## src/goose_render_config.svh

```systemverilog
// Screen geometry, sprite sizes and scroll constants shared by the goose renderer stages
`ifndef GOOSE_RENDER_CONFIG_SVH
`define GOOSE_RENDER_CONFIG_SVH

// Screen
`define SCREEN_W        640
`define FLOOR_Y         240

// Goose occupies one 32 pixel column block, doubled from a 16x16 ROM
`define GOOSE_X_BLOCK   2
`define GOOSE_H         32
`define GOOSE_BASE_Y    (`FLOOR_Y - `GOOSE_H)

// Obstacles sit on the floor
`define OBS_W           40
`define OBS_H           48
`define OBS_TOP         (`FLOOR_Y - `OBS_H)
`define OBS_SPACING     200

// Lit span inside each 16 pixel dot period
`define DOT_FIRST       2
`define DOT_LAST        5

`endif

```

## src/goose_render_pkg.sv

```systemverilog
// Colour index, RGB and coordinate types plus the palette lookup used by the renderer
package goose_render_pkg;

    typedef enum logic [2:0] {
        COLOR_TRANSPARENT = 3'd0,
        COLOR_GOOSE_BODY  = 3'd1,
        COLOR_BLACK       = 3'd2,
        COLOR_BEAK        = 3'd3,
        COLOR_GOLD        = 3'd4,
        COLOR_WHITE       = 3'd5,
        COLOR_RED         = 3'd6
    } color_idx_t;

    typedef struct packed {
        logic [1:0] r;
        logic [1:0] g;
        logic [1:0] b;
    } rgb_t;

    typedef logic [9:0] coord_t;
    typedef logic [10:0] scroll_t;

    function automatic rgb_t palette(input color_idx_t idx);
        rgb_t c;
        case (idx)
            COLOR_GOOSE_BODY: c = '{r: 2'd2, g: 2'd2, b: 2'd1};
            COLOR_BLACK:      c = '{r: 2'd0, g: 2'd0, b: 2'd0};
            COLOR_BEAK:       c = '{r: 2'd3, g: 2'd2, b: 2'd1};
            COLOR_GOLD:       c = '{r: 2'd3, g: 2'd2, b: 2'd0};
            COLOR_WHITE:      c = '{r: 2'd3, g: 2'd3, b: 2'd3};
            COLOR_RED:        c = '{r: 2'd2, g: 2'd0, b: 2'd0};
            default:          c = '0;
        endcase
        return c;
    endfunction

endpackage

```

## src/goose_render_top.sv

```systemverilog
// Goose runner pixel renderer, two-stage pipeline from screen position to colour
`timescale 1ns/100ps

module goose_render_top (
    input  logic                      clk,
    input  logic                      sys_rst,
    input  goose_render_pkg::coord_t  haddr,
    input  goose_render_pkg::coord_t  vaddr,
    input  goose_render_pkg::scroll_t scrolladdr,
    input  logic [6:0]                jump_pos,
    input  logic [2:0]                obstacle_active,
    input  logic                      game_over,
    input  logic                      game_start_blink,
    input  logic                      display_on,
    output logic [1:0]                R,
    output logic [1:0]                G,
    output logic [1:0]                B,
    output logic                      collision
);

    logic                   sky;
    logic                   floor;
    logic                   dots;
    logic                   goose;
    logic [2:0]             obs_hit;
    goose_render_pkg::rgb_t goose_rgb;
    goose_render_pkg::rgb_t obs0_rgb;
    goose_render_pkg::rgb_t obs1_rgb;
    goose_render_pkg::rgb_t obs2_rgb;

    layer_stage i_layer_stage (
        .clk              (clk),
        .sys_rst          (sys_rst),
        .haddr            (haddr),
        .vaddr            (vaddr),
        .scrolladdr       (scrolladdr),
        .jump_pos         (jump_pos),
        .obstacle_active  (obstacle_active),
        .game_over        (game_over),
        .game_start_blink (game_start_blink),
        .display_on       (display_on),
        .sky              (sky),
        .floor            (floor),
        .dots             (dots),
        .goose            (goose),
        .obs_hit          (obs_hit),
        .goose_rgb        (goose_rgb),
        .obs0_rgb         (obs0_rgb),
        .obs1_rgb         (obs1_rgb),
        .obs2_rgb         (obs2_rgb)
    );

    mixer_stage i_mixer_stage (
        .clk       (clk),
        .sys_rst   (sys_rst),
        .sky       (sky),
        .floor     (floor),
        .dots      (dots),
        .goose     (goose),
        .obs_hit   (obs_hit),
        .goose_rgb (goose_rgb),
        .obs0_rgb  (obs0_rgb),
        .obs1_rgb  (obs1_rgb),
        .obs2_rgb  (obs2_rgb),
        .R         (R),
        .G         (G),
        .B         (B),
        .collision (collision)
    );

endmodule

```

## src/goose_sprite.sv

```systemverilog
// Goose ROM lookup at 2x scale with jump offset, blink gating and game-over recolour
`timescale 1ns/100ps
`include "goose_render_config.svh"

module goose_sprite (
    input  goose_render_pkg::coord_t     haddr,
    input  goose_render_pkg::coord_t     vaddr,
    input  logic [6:0]                   jump_pos,
    input  logic                         game_start_blink,
    input  logic                         game_over,
    output goose_render_pkg::color_idx_t pixel
);

    localparam logic [10:0] BASE_Y = 11'(`GOOSE_BASE_Y);
    localparam logic [10:0] HEIGHT = 11'(`GOOSE_H);
    localparam logic [4:0]  X_BLOCK = 5'(`GOOSE_X_BLOCK);

    // 16x16 sprite, 3 bits per pixel, leftmost pixel in the top bits
    localparam logic [47:0] GOOSE_ROM [16] = '{
        48'b000_000_000_000_000_000_000_000_000_000_000_000_000_000_000_000,
        48'b000_000_000_000_000_000_000_000_000_000_000_000_000_000_000_000,
        48'b000_000_000_000_000_000_000_000_000_000_010_010_010_010_010_000,
        48'b000_000_000_000_000_000_000_000_000_000_010_010_010_010_010_011,
        48'b000_000_000_000_000_000_000_000_000_000_010_010_010_010_010_011,
        48'b000_000_000_000_000_000_000_000_000_000_010_010_010_010_010_011,
        48'b000_000_000_000_000_000_000_000_000_000_010_010_010_000_000_000,
        48'b000_000_000_000_000_000_000_000_000_000_010_010_010_000_000_000,
        48'b000_000_000_000_000_000_000_000_000_000_010_010_010_000_000_000,
        48'b000_000_000_000_000_000_000_000_000_000_010_010_010_000_000_000,
        48'b000_000_001_001_001_001_001_001_001_001_001_001_001_000_000_000,
        48'b000_000_001_001_001_001_001_001_001_001_001_001_001_000_000_000,
        48'b000_000_001_001_001_001_001_001_001_001_001_001_001_000_000_000,
        48'b000_000_001_001_001_001_001_001_001_001_001_001_001_000_000_000,
        48'b000_000_001_001_001_001_001_001_001_001_001_001_001_000_000_000,
        48'b000_000_000_000_010_010_000_000_000_010_010_000_000_000_000_000
    };

    logic [10:0] vaddr_ext;
    logic [10:0] goose_y;
    logic [10:0] dy;
    logic        in_x;
    logic        in_y;
    logic [3:0]  rom_x;
    logic [3:0]  rom_y;
    logic [47:0] row_bits;
    logic [5:0]  bit_lsb;
    logic [2:0]  raw_idx;

    assign vaddr_ext = {1'b0, vaddr};
    assign goose_y = BASE_Y - {4'd0, jump_pos};

    // Rows above the sprite wrap to a large offset and fail the height check
    assign dy = vaddr_ext - goose_y;
    assign in_y = (dy < HEIGHT);
    assign in_x = (haddr[9:5] == X_BLOCK);

    // Halve the offset for the 2x scale
    assign rom_x = haddr[4:1];
    assign rom_y = dy[4:1];

    assign row_bits = GOOSE_ROM[rom_y];
    assign bit_lsb = 6'((4'd15 - rom_x) * 3);
    assign raw_idx = row_bits[bit_lsb +: 3];

    always_comb begin
        if (!(in_x && in_y && game_start_blink) || raw_idx == 3'd0) begin
            pixel = goose_render_pkg::COLOR_TRANSPARENT;
        end else if (game_over) begin
            pixel = goose_render_pkg::COLOR_RED;
        end else begin
            pixel = goose_render_pkg::color_idx_t'(raw_idx);
        end
    end

endmodule

```

## src/layer_stage.sv

```systemverilog
// First pixel stage: decides background, goose and obstacle layers and registers them
`timescale 1ns/100ps
`include "goose_render_config.svh"

module layer_stage (
    input  logic                      clk,
    input  logic                      sys_rst,
    input  goose_render_pkg::coord_t  haddr,
    input  goose_render_pkg::coord_t  vaddr,
    input  goose_render_pkg::scroll_t scrolladdr,
    input  logic [6:0]                jump_pos,
    input  logic [2:0]                obstacle_active,
    input  logic                      game_over,
    input  logic                      game_start_blink,
    input  logic                      display_on,
    output logic                      sky,
    output logic                      floor,
    output logic                      dots,
    output logic                      goose,
    output logic [2:0]                obs_hit,
    output goose_render_pkg::rgb_t    goose_rgb,
    output goose_render_pkg::rgb_t    obs0_rgb,
    output goose_render_pkg::rgb_t    obs1_rgb,
    output goose_render_pkg::rgb_t    obs2_rgb
);

    localparam logic [10:0] FLOOR_Y = 11'(`FLOOR_Y);
    localparam logic [3:0]  DOT_FIRST = 4'(`DOT_FIRST);
    localparam logic [3:0]  DOT_LAST = 4'(`DOT_LAST);

    logic [10:0]                  vaddr_ext;
    logic [10:0]                  dot_pos;
    logic                         above_floor;
    logic                         dot_lit;
    goose_render_pkg::color_idx_t goose_px;
    logic [2:0]                   obs_hit_c;
    goose_render_pkg::rgb_t       obs_rgb_c [3];

    goose_sprite i_goose_sprite (
        .haddr            (haddr),
        .vaddr            (vaddr),
        .jump_pos         (jump_pos),
        .game_start_blink (game_start_blink),
        .game_over        (game_over),
        .pixel            (goose_px)
    );

    for (genvar i = 0; i < 3; i++) begin : g_obs
        obstacle_sprite #(
            .SLOT (i)
        ) i_obstacle_sprite (
            .haddr      (haddr),
            .vaddr      (vaddr),
            .scrolladdr (scrolladdr),
            .enable     (obstacle_active[i]),
            .hit        (obs_hit_c[i]),
            .rgb        (obs_rgb_c[i])
        );
    end

    assign vaddr_ext = {1'b0, vaddr};
    assign above_floor = (vaddr_ext < FLOOR_Y);

    // Dots scroll with the world, one row high
    assign dot_pos = {1'b0, haddr} + scrolladdr;
    assign dot_lit = (vaddr_ext == FLOOR_Y) && (dot_pos[3:0] >= DOT_FIRST) &&
                     (dot_pos[3:0] <= DOT_LAST);

    always_ff @(posedge clk) begin
        if (sys_rst) begin
            sky <= 1'b0;
            floor <= 1'b0;
            dots <= 1'b0;
            goose <= 1'b0;
            obs_hit <= 3'b000;
            goose_rgb <= '0;
            obs0_rgb <= '0;
            obs1_rgb <= '0;
            obs2_rgb <= '0;
        end else begin
            // Blanking clears every layer here
            sky <= display_on && above_floor;
            floor <= display_on && !above_floor;
            dots <= display_on && dot_lit;
            goose <= display_on && (goose_px != goose_render_pkg::COLOR_TRANSPARENT);
            obs_hit <= display_on ? obs_hit_c : 3'b000;
            goose_rgb <= goose_render_pkg::palette(goose_px);
            obs0_rgb <= obs_rgb_c[0];
            obs1_rgb <= obs_rgb_c[1];
            obs2_rgb <= obs_rgb_c[2];
        end
    end

endmodule

```

## src/mixer_stage.sv

```systemverilog
// Second pixel stage: fixed-priority layer compositing and registered collision flag
`timescale 1ns/100ps

module mixer_stage (
    input  logic                   clk,
    input  logic                   sys_rst,
    input  logic                   sky,
    input  logic                   floor,
    input  logic                   dots,
    input  logic                   goose,
    input  logic [2:0]             obs_hit,
    input  goose_render_pkg::rgb_t goose_rgb,
    input  goose_render_pkg::rgb_t obs0_rgb,
    input  goose_render_pkg::rgb_t obs1_rgb,
    input  goose_render_pkg::rgb_t obs2_rgb,
    output logic [1:0]             R,
    output logic [1:0]             G,
    output logic [1:0]             B,
    output logic                   collision
);

    localparam goose_render_pkg::rgb_t DOT_RGB = '{r: 2'd2, g: 2'd2, b: 2'd2};
    localparam goose_render_pkg::rgb_t FLOOR_RGB = '{r: 2'd1, g: 2'd1, b: 2'd1};
    localparam goose_render_pkg::rgb_t SKY_RGB = '{r: 2'd0, g: 2'd3, b: 2'd3};

    goose_render_pkg::rgb_t mix;

    // Goose on top, lower obstacle slots over higher ones, background last
    always_comb begin
        if (goose) begin
            mix = goose_rgb;
        end else if (obs_hit[0]) begin
            mix = obs0_rgb;
        end else if (obs_hit[1]) begin
            mix = obs1_rgb;
        end else if (obs_hit[2]) begin
            mix = obs2_rgb;
        end else if (dots) begin
            mix = DOT_RGB;
        end else if (floor) begin
            mix = FLOOR_RGB;
        end else if (sky) begin
            mix = SKY_RGB;
        end else begin
            mix = '0;
        end
    end

    always_ff @(posedge clk) begin
        if (sys_rst) begin
            R <= 2'b00;
            G <= 2'b00;
            B <= 2'b00;
            collision <= 1'b0;
        end else begin
            R <= mix.r;
            G <= mix.g;
            B <= mix.b;
            collision <= goose && (|obs_hit);
        end
    end

endmodule

```

## src/obstacle_sprite.sv

```systemverilog
// One scrolling obstacle: position from scroll and slot, black frame over gold fill
`timescale 1ns/100ps
`include "goose_render_config.svh"

module obstacle_sprite #(
    parameter int SLOT = 0
) (
    input  goose_render_pkg::coord_t  haddr,
    input  goose_render_pkg::coord_t  vaddr,
    input  goose_render_pkg::scroll_t scrolladdr,
    input  logic                      enable,
    output logic                      hit,
    output goose_render_pkg::rgb_t    rgb
);

    localparam logic [10:0] SCREEN_W = 11'(`SCREEN_W);
    localparam logic [10:0] OFFSET = 11'(SLOT * `OBS_SPACING);
    localparam logic [10:0] WIDTH = 11'(`OBS_W);
    localparam logic [10:0] TOP = 11'(`OBS_TOP);
    localparam logic [10:0] FLOOR_Y = 11'(`FLOOR_Y);

    logic [10:0] vaddr_ext;
    logic [10:0] left_x;
    logic [10:0] local_x;
    logic [10:0] local_y;
    logic        in_rows;
    logic        frame;

    assign vaddr_ext = {1'b0, vaddr};

    // Enters at the right edge and moves left as scroll grows
    assign left_x = SCREEN_W - scrolladdr + OFFSET;

    // Modulo 2048 so a partly off-screen obstacle still shows its right part
    assign local_x = {1'b0, haddr} - left_x;
    assign local_y = vaddr_ext - TOP;

    assign in_rows = (vaddr_ext >= TOP) && (vaddr_ext < FLOOR_Y);
    assign hit = enable && in_rows && (local_x < WIDTH);

    // Two rows on top, one column each side
    assign frame = (local_x == 11'd0) || (local_x == WIDTH - 11'd1) || (local_y <= 11'd1);

    always_comb begin
        if (!hit) begin
            rgb = goose_render_pkg::palette(goose_render_pkg::COLOR_TRANSPARENT);
        end else if (frame) begin
            rgb = goose_render_pkg::palette(goose_render_pkg::COLOR_BLACK);
        end else begin
            rgb = goose_render_pkg::palette(goose_render_pkg::COLOR_GOLD);
        end
    end

endmodule

```

## config.mk

```make
export PLATFORM = sky130hd
export DESIGN_NAME = goose_render_top
export DESIGN_NICKNAME = d
export VERILOG_FILES = /design/src/goose_render_pkg.sv /design/src/goose_render_top.sv /design/src/goose_sprite.sv /design/src/layer_stage.sv /design/src/mixer_stage.sv /design/src/obstacle_sprite.sv
export VERILOG_INCLUDE_DIRS = /design/src
export SDC_FILE = /design/constraint.sdc
export NUM_CORES = 1
export LEC_CHECK = 0
export ABC_CLOCK_PERIOD_IN_PS = 3300
export BUFFER_PORTS_ARGS = -buffer_cell sky130_fd_sc_hd__buf_2
export CAP_MARGIN = 25
export CORE_ASPECT_RATIO = 0.75
export CORE_MARGIN = 2
export CORE_UTILIZATION = 54
export CTS_CLUSTER_DIAMETER = 60
export CTS_CLUSTER_SIZE = 12
export DETAILED_ROUTE_END_ITERATION = 16
export GPL_ROUTABILITY_DRIVEN = 0
export MAX_ROUTING_LAYER = met4
export PLACE_DENSITY_LB_ADDON = 0.15
export SLEW_MARGIN = 20
export SYNTH_ARGS = -nofsm -noshare
export SYNTH_HDL_FRONTEND = slang
export SYNTH_SLANG_ARGS = --single-unit
```

## constraint.sdc

```tcl
create_clock -name clk -period 3.3 [get_ports clk]
set_clock_uncertainty 0.05 [all_clocks]
set_input_delay 0.165 -clock clk [delete_from_list [all_inputs] [get_ports clk]]
set_output_delay 0.165 -clock clk [all_outputs]
set_load 0.05 [all_outputs]
```

# Word-level counts from Yosys, hierarchy flattened

Memory sizes are Yosys's and may differ from the RTL's.
Cells that the tools add are included.

Add/subtract/negate cells: 11
Multipliers: 1
Magnitude comparators: 10
Eq/ne operators: 10
Shifts and indexed selects: 1
Multiplexer cells: 15
Bitwise logic cells: 5
Reductions and logical operators: 35

Operators with widths:

| kind                                                         | number |
|---|---|
| 2-to-1 mux 48 bit                                            | 2 |
| 2-to-1 mux 6 bit                                             | 9 |
| variable part select 48 x 7 -> 3 bit                         | 1 |
| less-than comparator 11 x 6 -> 1 bit (second input constant) | 4 |
| subtractor 10 x 11 -> 11 bit                                 | 4 |
| == test 11 x 6 -> 1 bit (second input constant)              | 3 |
| zero test 11 bit                                             | 3 |
| case mux 6 bit (5 select lines)                              | 1 |
| logical AND 1 bit                                            | 16 |
| adder 11 x 8 -> 11 bit (second input constant)               | 1 |
| adder 11 x 9 -> 11 bit (second input constant)               | 1 |
| <= comparator 11 x 1 -> 1 bit (second input constant)        | 1 |
| subtractor 10 x 11 -> 11 bit (first input constant)          | 1 |
| subtractor 10 x 8 -> 11 bit (second input constant)          | 1 |
| == test 10 x 8 -> 1 bit (second input constant)              | 1 |
| >= comparator 10 x 8 -> 1 bit (second input constant)        | 1 |
| less-than comparator 10 x 8 -> 1 bit (second input constant) | 1 |
| == test 3 bit (second input constant)                        | 3 |
| subtractor 8 x 7 -> 9 bit (first input constant)             | 1 |
| OR reduction 2 bit                                           | 4 |
| logical OR 1 bit                                             | 7 |
| multiplier 5 x 3 -> 6 bit (second input constant)            | 1 |
| 2-to-1 mux 3 bit                                             | 2 |
| == test 5 x 2 -> 1 bit (second input constant)               | 1 |
| 14 further kinds                                             | 18 |

Bits in registers: 38
Memory bits (read-only): 768
Bits of input ports: 46
Memories: 1

Memories:

| name            | depth | bits a word | rd ports | clocked after memory_dff | wr ports | line               | source |
|---|---|---|---|---|---|---|---|
| (no name shown) | 16    | 48          | 1        | 0                        | 0        | goose_sprite.sv:61 | `assign row_bits = GOOSE_ROM[rom_y];` |

# Longest topological paths before layout

Word-level depth: 12
Gate-level depth with buffers: 16
Gate-level depth less buffers: 16

# Modules after synthesis

A second synthesis with hierarchy kept.

Cells, all modules: 672
Area total of the unflattened synthesis: 5368.9 um^2

Modules (own cells, without submodules):

| module                                                     | instances | cells each | area an instance (um^2) | sequential area each (um^2) |
|---|---|---|---|---|
| goose_sprite                                               | 1         | 196        | 1392.6                  | 0.0 |
| layer_stage                                                | 1         | 86         | 987.2                   | 600.6 |
| obstacle_sprite (i_layer_stage.g_obs[1].i_obstacle_sprite) | 1         | 122        | 935.9                   | 0.0 |
| obstacle_sprite (i_layer_stage.g_obs[2].i_obstacle_sprite) | 1         | 117        | 863.3                   | 0.0 |
| obstacle_sprite (i_layer_stage.g_obs[0].i_obstacle_sprite) | 1         | 97         | 730.7                   | 0.0 |
| mixer_stage                                                | 1         | 54         | 459.2                   | 140.1 |

# Worst setup path after synthesis

No wires, ideal clock.

Kind: input-to-reg
Start point: input port scrolladdr[0]
End point: register, netlist name i_layer_stage.obs2_rgb[4]
Arrival time: 3.193 ns
Data required time: 3.159 ns
Setup slack: -0.033 ns
Stages on the path: 13
Path buffers: 0
Cell sequence: inv_1 ha_1 or3b_1 o41a_1 xor2_1 inv_1 ha_1 inv_1 fa_1 or3_1 a21o_1 a211o_1 a311oi_1

Word-level cells in the longest chain between the ends: 7
Elaborated cells on any way between the ends: 12
Those cells by class: add/sub: 3; order compare: 1; eq/ne: 1; mux: 1; bitwise: 1; reduce/logical: 5

RTL lines:

| what                                                                    | line                                         | source |
|---|---|---|
| start: declaration                                                      | goose_render_top.sv:9                        | `input goose_render_pkg::scroll_t scrolladdr,` |
| subtractor 10 x 11 -> 11 bit *                                          | obstacle_sprite.sv:32                        | `assign left_x = SCREEN_W - scrolladdr + OFFSET;` |
| adder 11 x 9 -> 11 bit *                                                | obstacle_sprite.sv:32                        |  |
| subtractor 10 x 11 -> 11 bit *                                          | obstacle_sprite.sv:35                        | `assign local_x = {1'b0, haddr} - left_x;` |
| less-than comparator 11 x 6 -> 1 bit (tied with other cells)            | obstacle_sprite.sv:39                        | `assign hit = enable && in_rows && (local_x < WIDTH);` |
| logical AND 1 bit or logical OR 1 bit (tied branches)                   | obstacle_sprite.sv:39, obstacle_sprite.sv:42 |  |
| inverter 1 bit (no source line) or logical OR 1 bit (tied branches)     | --                                           |  |
| OR reduction 2 bit (no source line) or 2-to-1 mux 6 bit (tied branches) | --                                           |  |

Every way passes the cells marked *; elsewhere a longest branch is shown, timed or not.
A chain may end at the register's enable or synchronous reset.

# Worst setup path in the final report

Start point: input port scrolladdr[1]
End point: register, netlist name i_layer_stage.obs2_rgb[4]

Word-level cells in the longest chain between the ends: 7
Elaborated cells on any way between the ends: 12
Those cells by class: add/sub: 3; order compare: 1; eq/ne: 1; mux: 1; bitwise: 1; reduce/logical: 5

RTL lines:

| what                                                                    | line |
|---|---|
| subtractor 10 x 11 -> 11 bit *                                          | obstacle_sprite.sv:32 |
| adder 11 x 9 -> 11 bit *                                                | obstacle_sprite.sv:32 |
| subtractor 10 x 11 -> 11 bit *                                          | obstacle_sprite.sv:35 |
| less-than comparator 11 x 6 -> 1 bit (tied with other cells)            | obstacle_sprite.sv:39 |
| logical AND 1 bit or logical OR 1 bit (tied branches)                   | obstacle_sprite.sv:39, obstacle_sprite.sv:42 |
| inverter 1 bit (no source line) or logical OR 1 bit (tied branches)     | -- |
| OR reduction 2 bit (no source line) or 2-to-1 mux 6 bit (tied branches) | -- |

Marks and branches as above.

==> impl_results.md <==
- Most frequent cells in the layout: buf_4 (76), inv_1 (54), buf_2 (52), ha_1 (47), nor2_1 (35)
- TritonCTS buffer count: 3
- Hold Startpoint: game_over
- Synthesized flop and latch total: 22
- # hold bufs at CTS: 0
- Syn_nets: 616
- # DRC: 0
- Die area: 0.00805 mm²
- FMAX: 308 MHz
- Worst-skew pair later-pin latency: 0.25 ns
- # port buffers: 52
- Yosys warns: 0
- Cells along the critical path: buf_2 > inv_1 > ha_2 > xor2_1 > buf_4 > ha_4 > inv_2 > fa_1 > inv_1 > a21o_1 > a21o_1 > a2111o_1 > a31oi_2 > nand4_1 > a21o_1 > a211o_1 > a311oi_2
- Overflow after GRT: 0
- Slew headroom: 51.8%
- CTS root buffer: clkbuf_8
- Max clock buf depth: 2
- Leakage power total: 0.00230 µW
- DRT Pass-1 Iters: 5
- Setup CP Type: primary input to flop
- Tot Pwr: 1700 µW
- Core area: 0.00723 mm²
- Worst path required time: 3.42 ns
- H-tree depth: 1
- Max-slew violations: 0
- Pwr dens: 339 mW/mm²
- Setup Total Neg Slack: 0 ns
- CTS clock-pin slew for the worst setup and hold paths: 0.07 ns
- Dpl hpwl: 9040 µm
- Crit path max-delay family: compound AO/OA/AOI/OAI gates
- Fin area: 0.00502 mm²
- Reg2reg path depth: 3
- Initial Utilization: 54.8%
- Most common cell after layout, fill and taps aside: buf_4
- Worst Max-Slew Pin Slew: 0.718 ns
- Critical path arrival: 3.37 ns
- Maximum VDD drop: 207 µV
- Worst Hold Depth: 3
- First-pass GRT wire length: 17100 µm
- I/O pins: 53
- CP startpoint kind: primary input
- RR Endpoint: i_mixer_stage.B[0]$_SDFF_PP0_
- Final WL: 10900 µm
- Die X: 103 µm
- Seq/Total Area, Yosys: 11.1%
- Post-route insts no fill: 720
- Hold WC Path Type: primary input to flop
- Layout Area Growth over Synthesis: 26.6%
- Gate Count Post-Synth: 505
- Critical Path Most Common Cell: a21o_1
- Final setup viols: 0
- Async S/R FF share, synth: 0%
- Post-DR wirelength/cell: 15.1 µm
- # nets final: 732
- RSZ-0062 raised after global routing: true
- Antenna diodes: 0
- Share of cells above drive strength 1: 27.5%
- Post-route ant nets: 0
- Initial antenna violation count: 0
- Hold Crit Endpoint: i_layer_stage.goose_rgb[5]$_SDFF_PP0_
- Die Y-Extent: 78.2 µm
- CTS sink cnt: 22
- CP bufs+invs: 5
- Placed Area: 0.00482 mm²
- Critical Path Sink Type: flop
- Worst R2R Setup Slack: 1.65 ns
- Count of different cell masters after synthesis: 76
- Max Cap Violations: 0
- Routed vias: 4137
- Number of flops mapped to enable cells by yosys: 0
- Outcome: completed
- Average via count per standard cell: 5.75
- Tcrit/Tclk final: 98.4%
- Placed instance count: 713
- Syn avg cell area: 7.85 µm²
- Post-layout min period: 3.25 ns
- CTS tree: done
- Drt initial violations: 314
- Utilization after layout: 69.4%
- CP max stage delay: 0.59 ns
- Largest net degree at the start of global routing: 20
- Gr usage total: 26.9%
- Max Fanout on Critical Path: 2
- Main synth FF type: dfxtp_1
- Std-Cell Rows: 27
- Hold Fails Final Rpt: 0
- Vias in the first global route: 3715
- Worst flop-to-flop path startpoint: i_layer_stage.obs_hit[2]$_SDFF_PP0_
- Post-Syn Area: 0.00396 mm²
- Critical-path top delay cell: fa_1
[worst max path at each step]
stage | cells past startpoint | to | slack [ns] | from
finish | 17 | i_layer_stage.obs2_rgb[4]$_SDFF_PP0_ | 0.05 | scrolladdr[1]
global route | 17 | i_layer_stage.obs2_rgb[4]$_SDFF_PP0_ | -0.1 | scrolladdr[1]
CTS | 15 | i_layer_stage.obs2_rgb[4]$_SDFF_PP0_ | 0.004 | scrolladdr[0]
detailed placement | 15 | i_layer_stage.obs0_rgb[4]$_SDFF_PP0_ | -0.34 | scrolladdr[0]
global placement | 14 | i_layer_stage.obs0_rgb[4]$_SDFF_PP0_ | -0.23 | scrolladdr[0]
floorplan | 14 | i_layer_stage.obs2_rgb[4]$_SDFF_PP0_ | 0.03 | scrolladdr[0]
[layer usage]
layer,GRT usage [%],share of wire (%),up-vias,routed length (µm)
li1,-,-,2030,-
met1,40.3,49,1904,5280
met2,39.4,43,191,4620
met3,3.74,8.1,12,876
met4,3.42,0.70,0,76
met5,-,0,-,0
[sequential cells by signal (all words and copies together) (netlist names)]
signal,count
i_layer_stage.sky,1
i_mixer_stage.G,2
i_mixer_stage.R,2
i_layer_stage.obs2_rgb,1
i_layer_stage.obs1_rgb,1
i_layer_stage.goose,1
i_mixer_stage.B,2
i_layer_stage.goose_rgb,5
i_layer_stage.obs0_rgb,1
i_layer_stage.obs_hit,3
i_layer_stage.floor,1
i_mixer_stage.collision,1
i_layer_stage.dots,1
[metrics by stage]
stage	setup slack [ns]	hold WS, ns
2_1_floorplan	0.0286	0.254
3_3_place_gp	-0.234	0.394
3_5_place_dp	-0.343	0.403
4_1_cts	0.00372	0.133
5_1_grt	-0.0966	0.128
6_report	0.0515	0.136
[cells by family (layout without fill, tap and decap cells)]
| group | count (synthesis) | count (layout) | synth area share [%] |
|---|---|---|---|
| flip-flops | 22 | 22 | 11.1 |
| buffers and inverters | 72 | 186 | 7.35 |
| AND/OR/NAND/NOR | 150 | 150 | 19.8 |
| multiplexers | 5 | 5 | 1.39 |
| other | 1 | 1 | 0.0946 |
| AO/OA/AOI/OAI | 139 | 139 | 24.7 |
| XOR/XNOR | 51 | 51 | 12.7 |
| adder cells (fa/ha/maj) | 65 | 65 | 23.0 |
[repair_timing]
item / CTS / global route
setup buffers: 0 / 4
gates resized for setup: 2 / 27
pin swaps: 0 / 11
setup endpoints to repair: 3 / 7
[worst reg2reg max path, delay by kind of cell, from the launching register on]
kind / cells / cell delay, ns
AOI/OAI and AO/OA: 1 / 0.14
DFF: 1 / 0.32
and+or+nand+nor: 2 / 1.07
[area by class of cell]
class / count / area [µm²]
Sequential cell: 22 / 440
Timing Repair Buffer: 128 / 831
Fill cell: 605 / 2210
Multi-Input combinational cell: 411 / 3370
Tap cell: 101 / 126
Clock buffer: 3 / 41.3
Inverter: 55 / 206
[cells in the mapped netlist, drive strengths merged, types with 12 or more instances]
master	count	area [µm²]
fa	13	260
nand2	27	101
dfxtp	22	440
clkbuf	12	45.0
nor3	14	70.1
nor2	36	135
o21ai	24	128
inv	55	206
xor2	20	183
xnor2	29	273
a21oi	36	195
ha	52	651
[where the power goes]
part           switching, µW  internal, µW
Combinational            691           584
Clock                   75.7          81.2
Sequential              1.30           269
No activity file was read; power rests on OpenSTA's default activity.
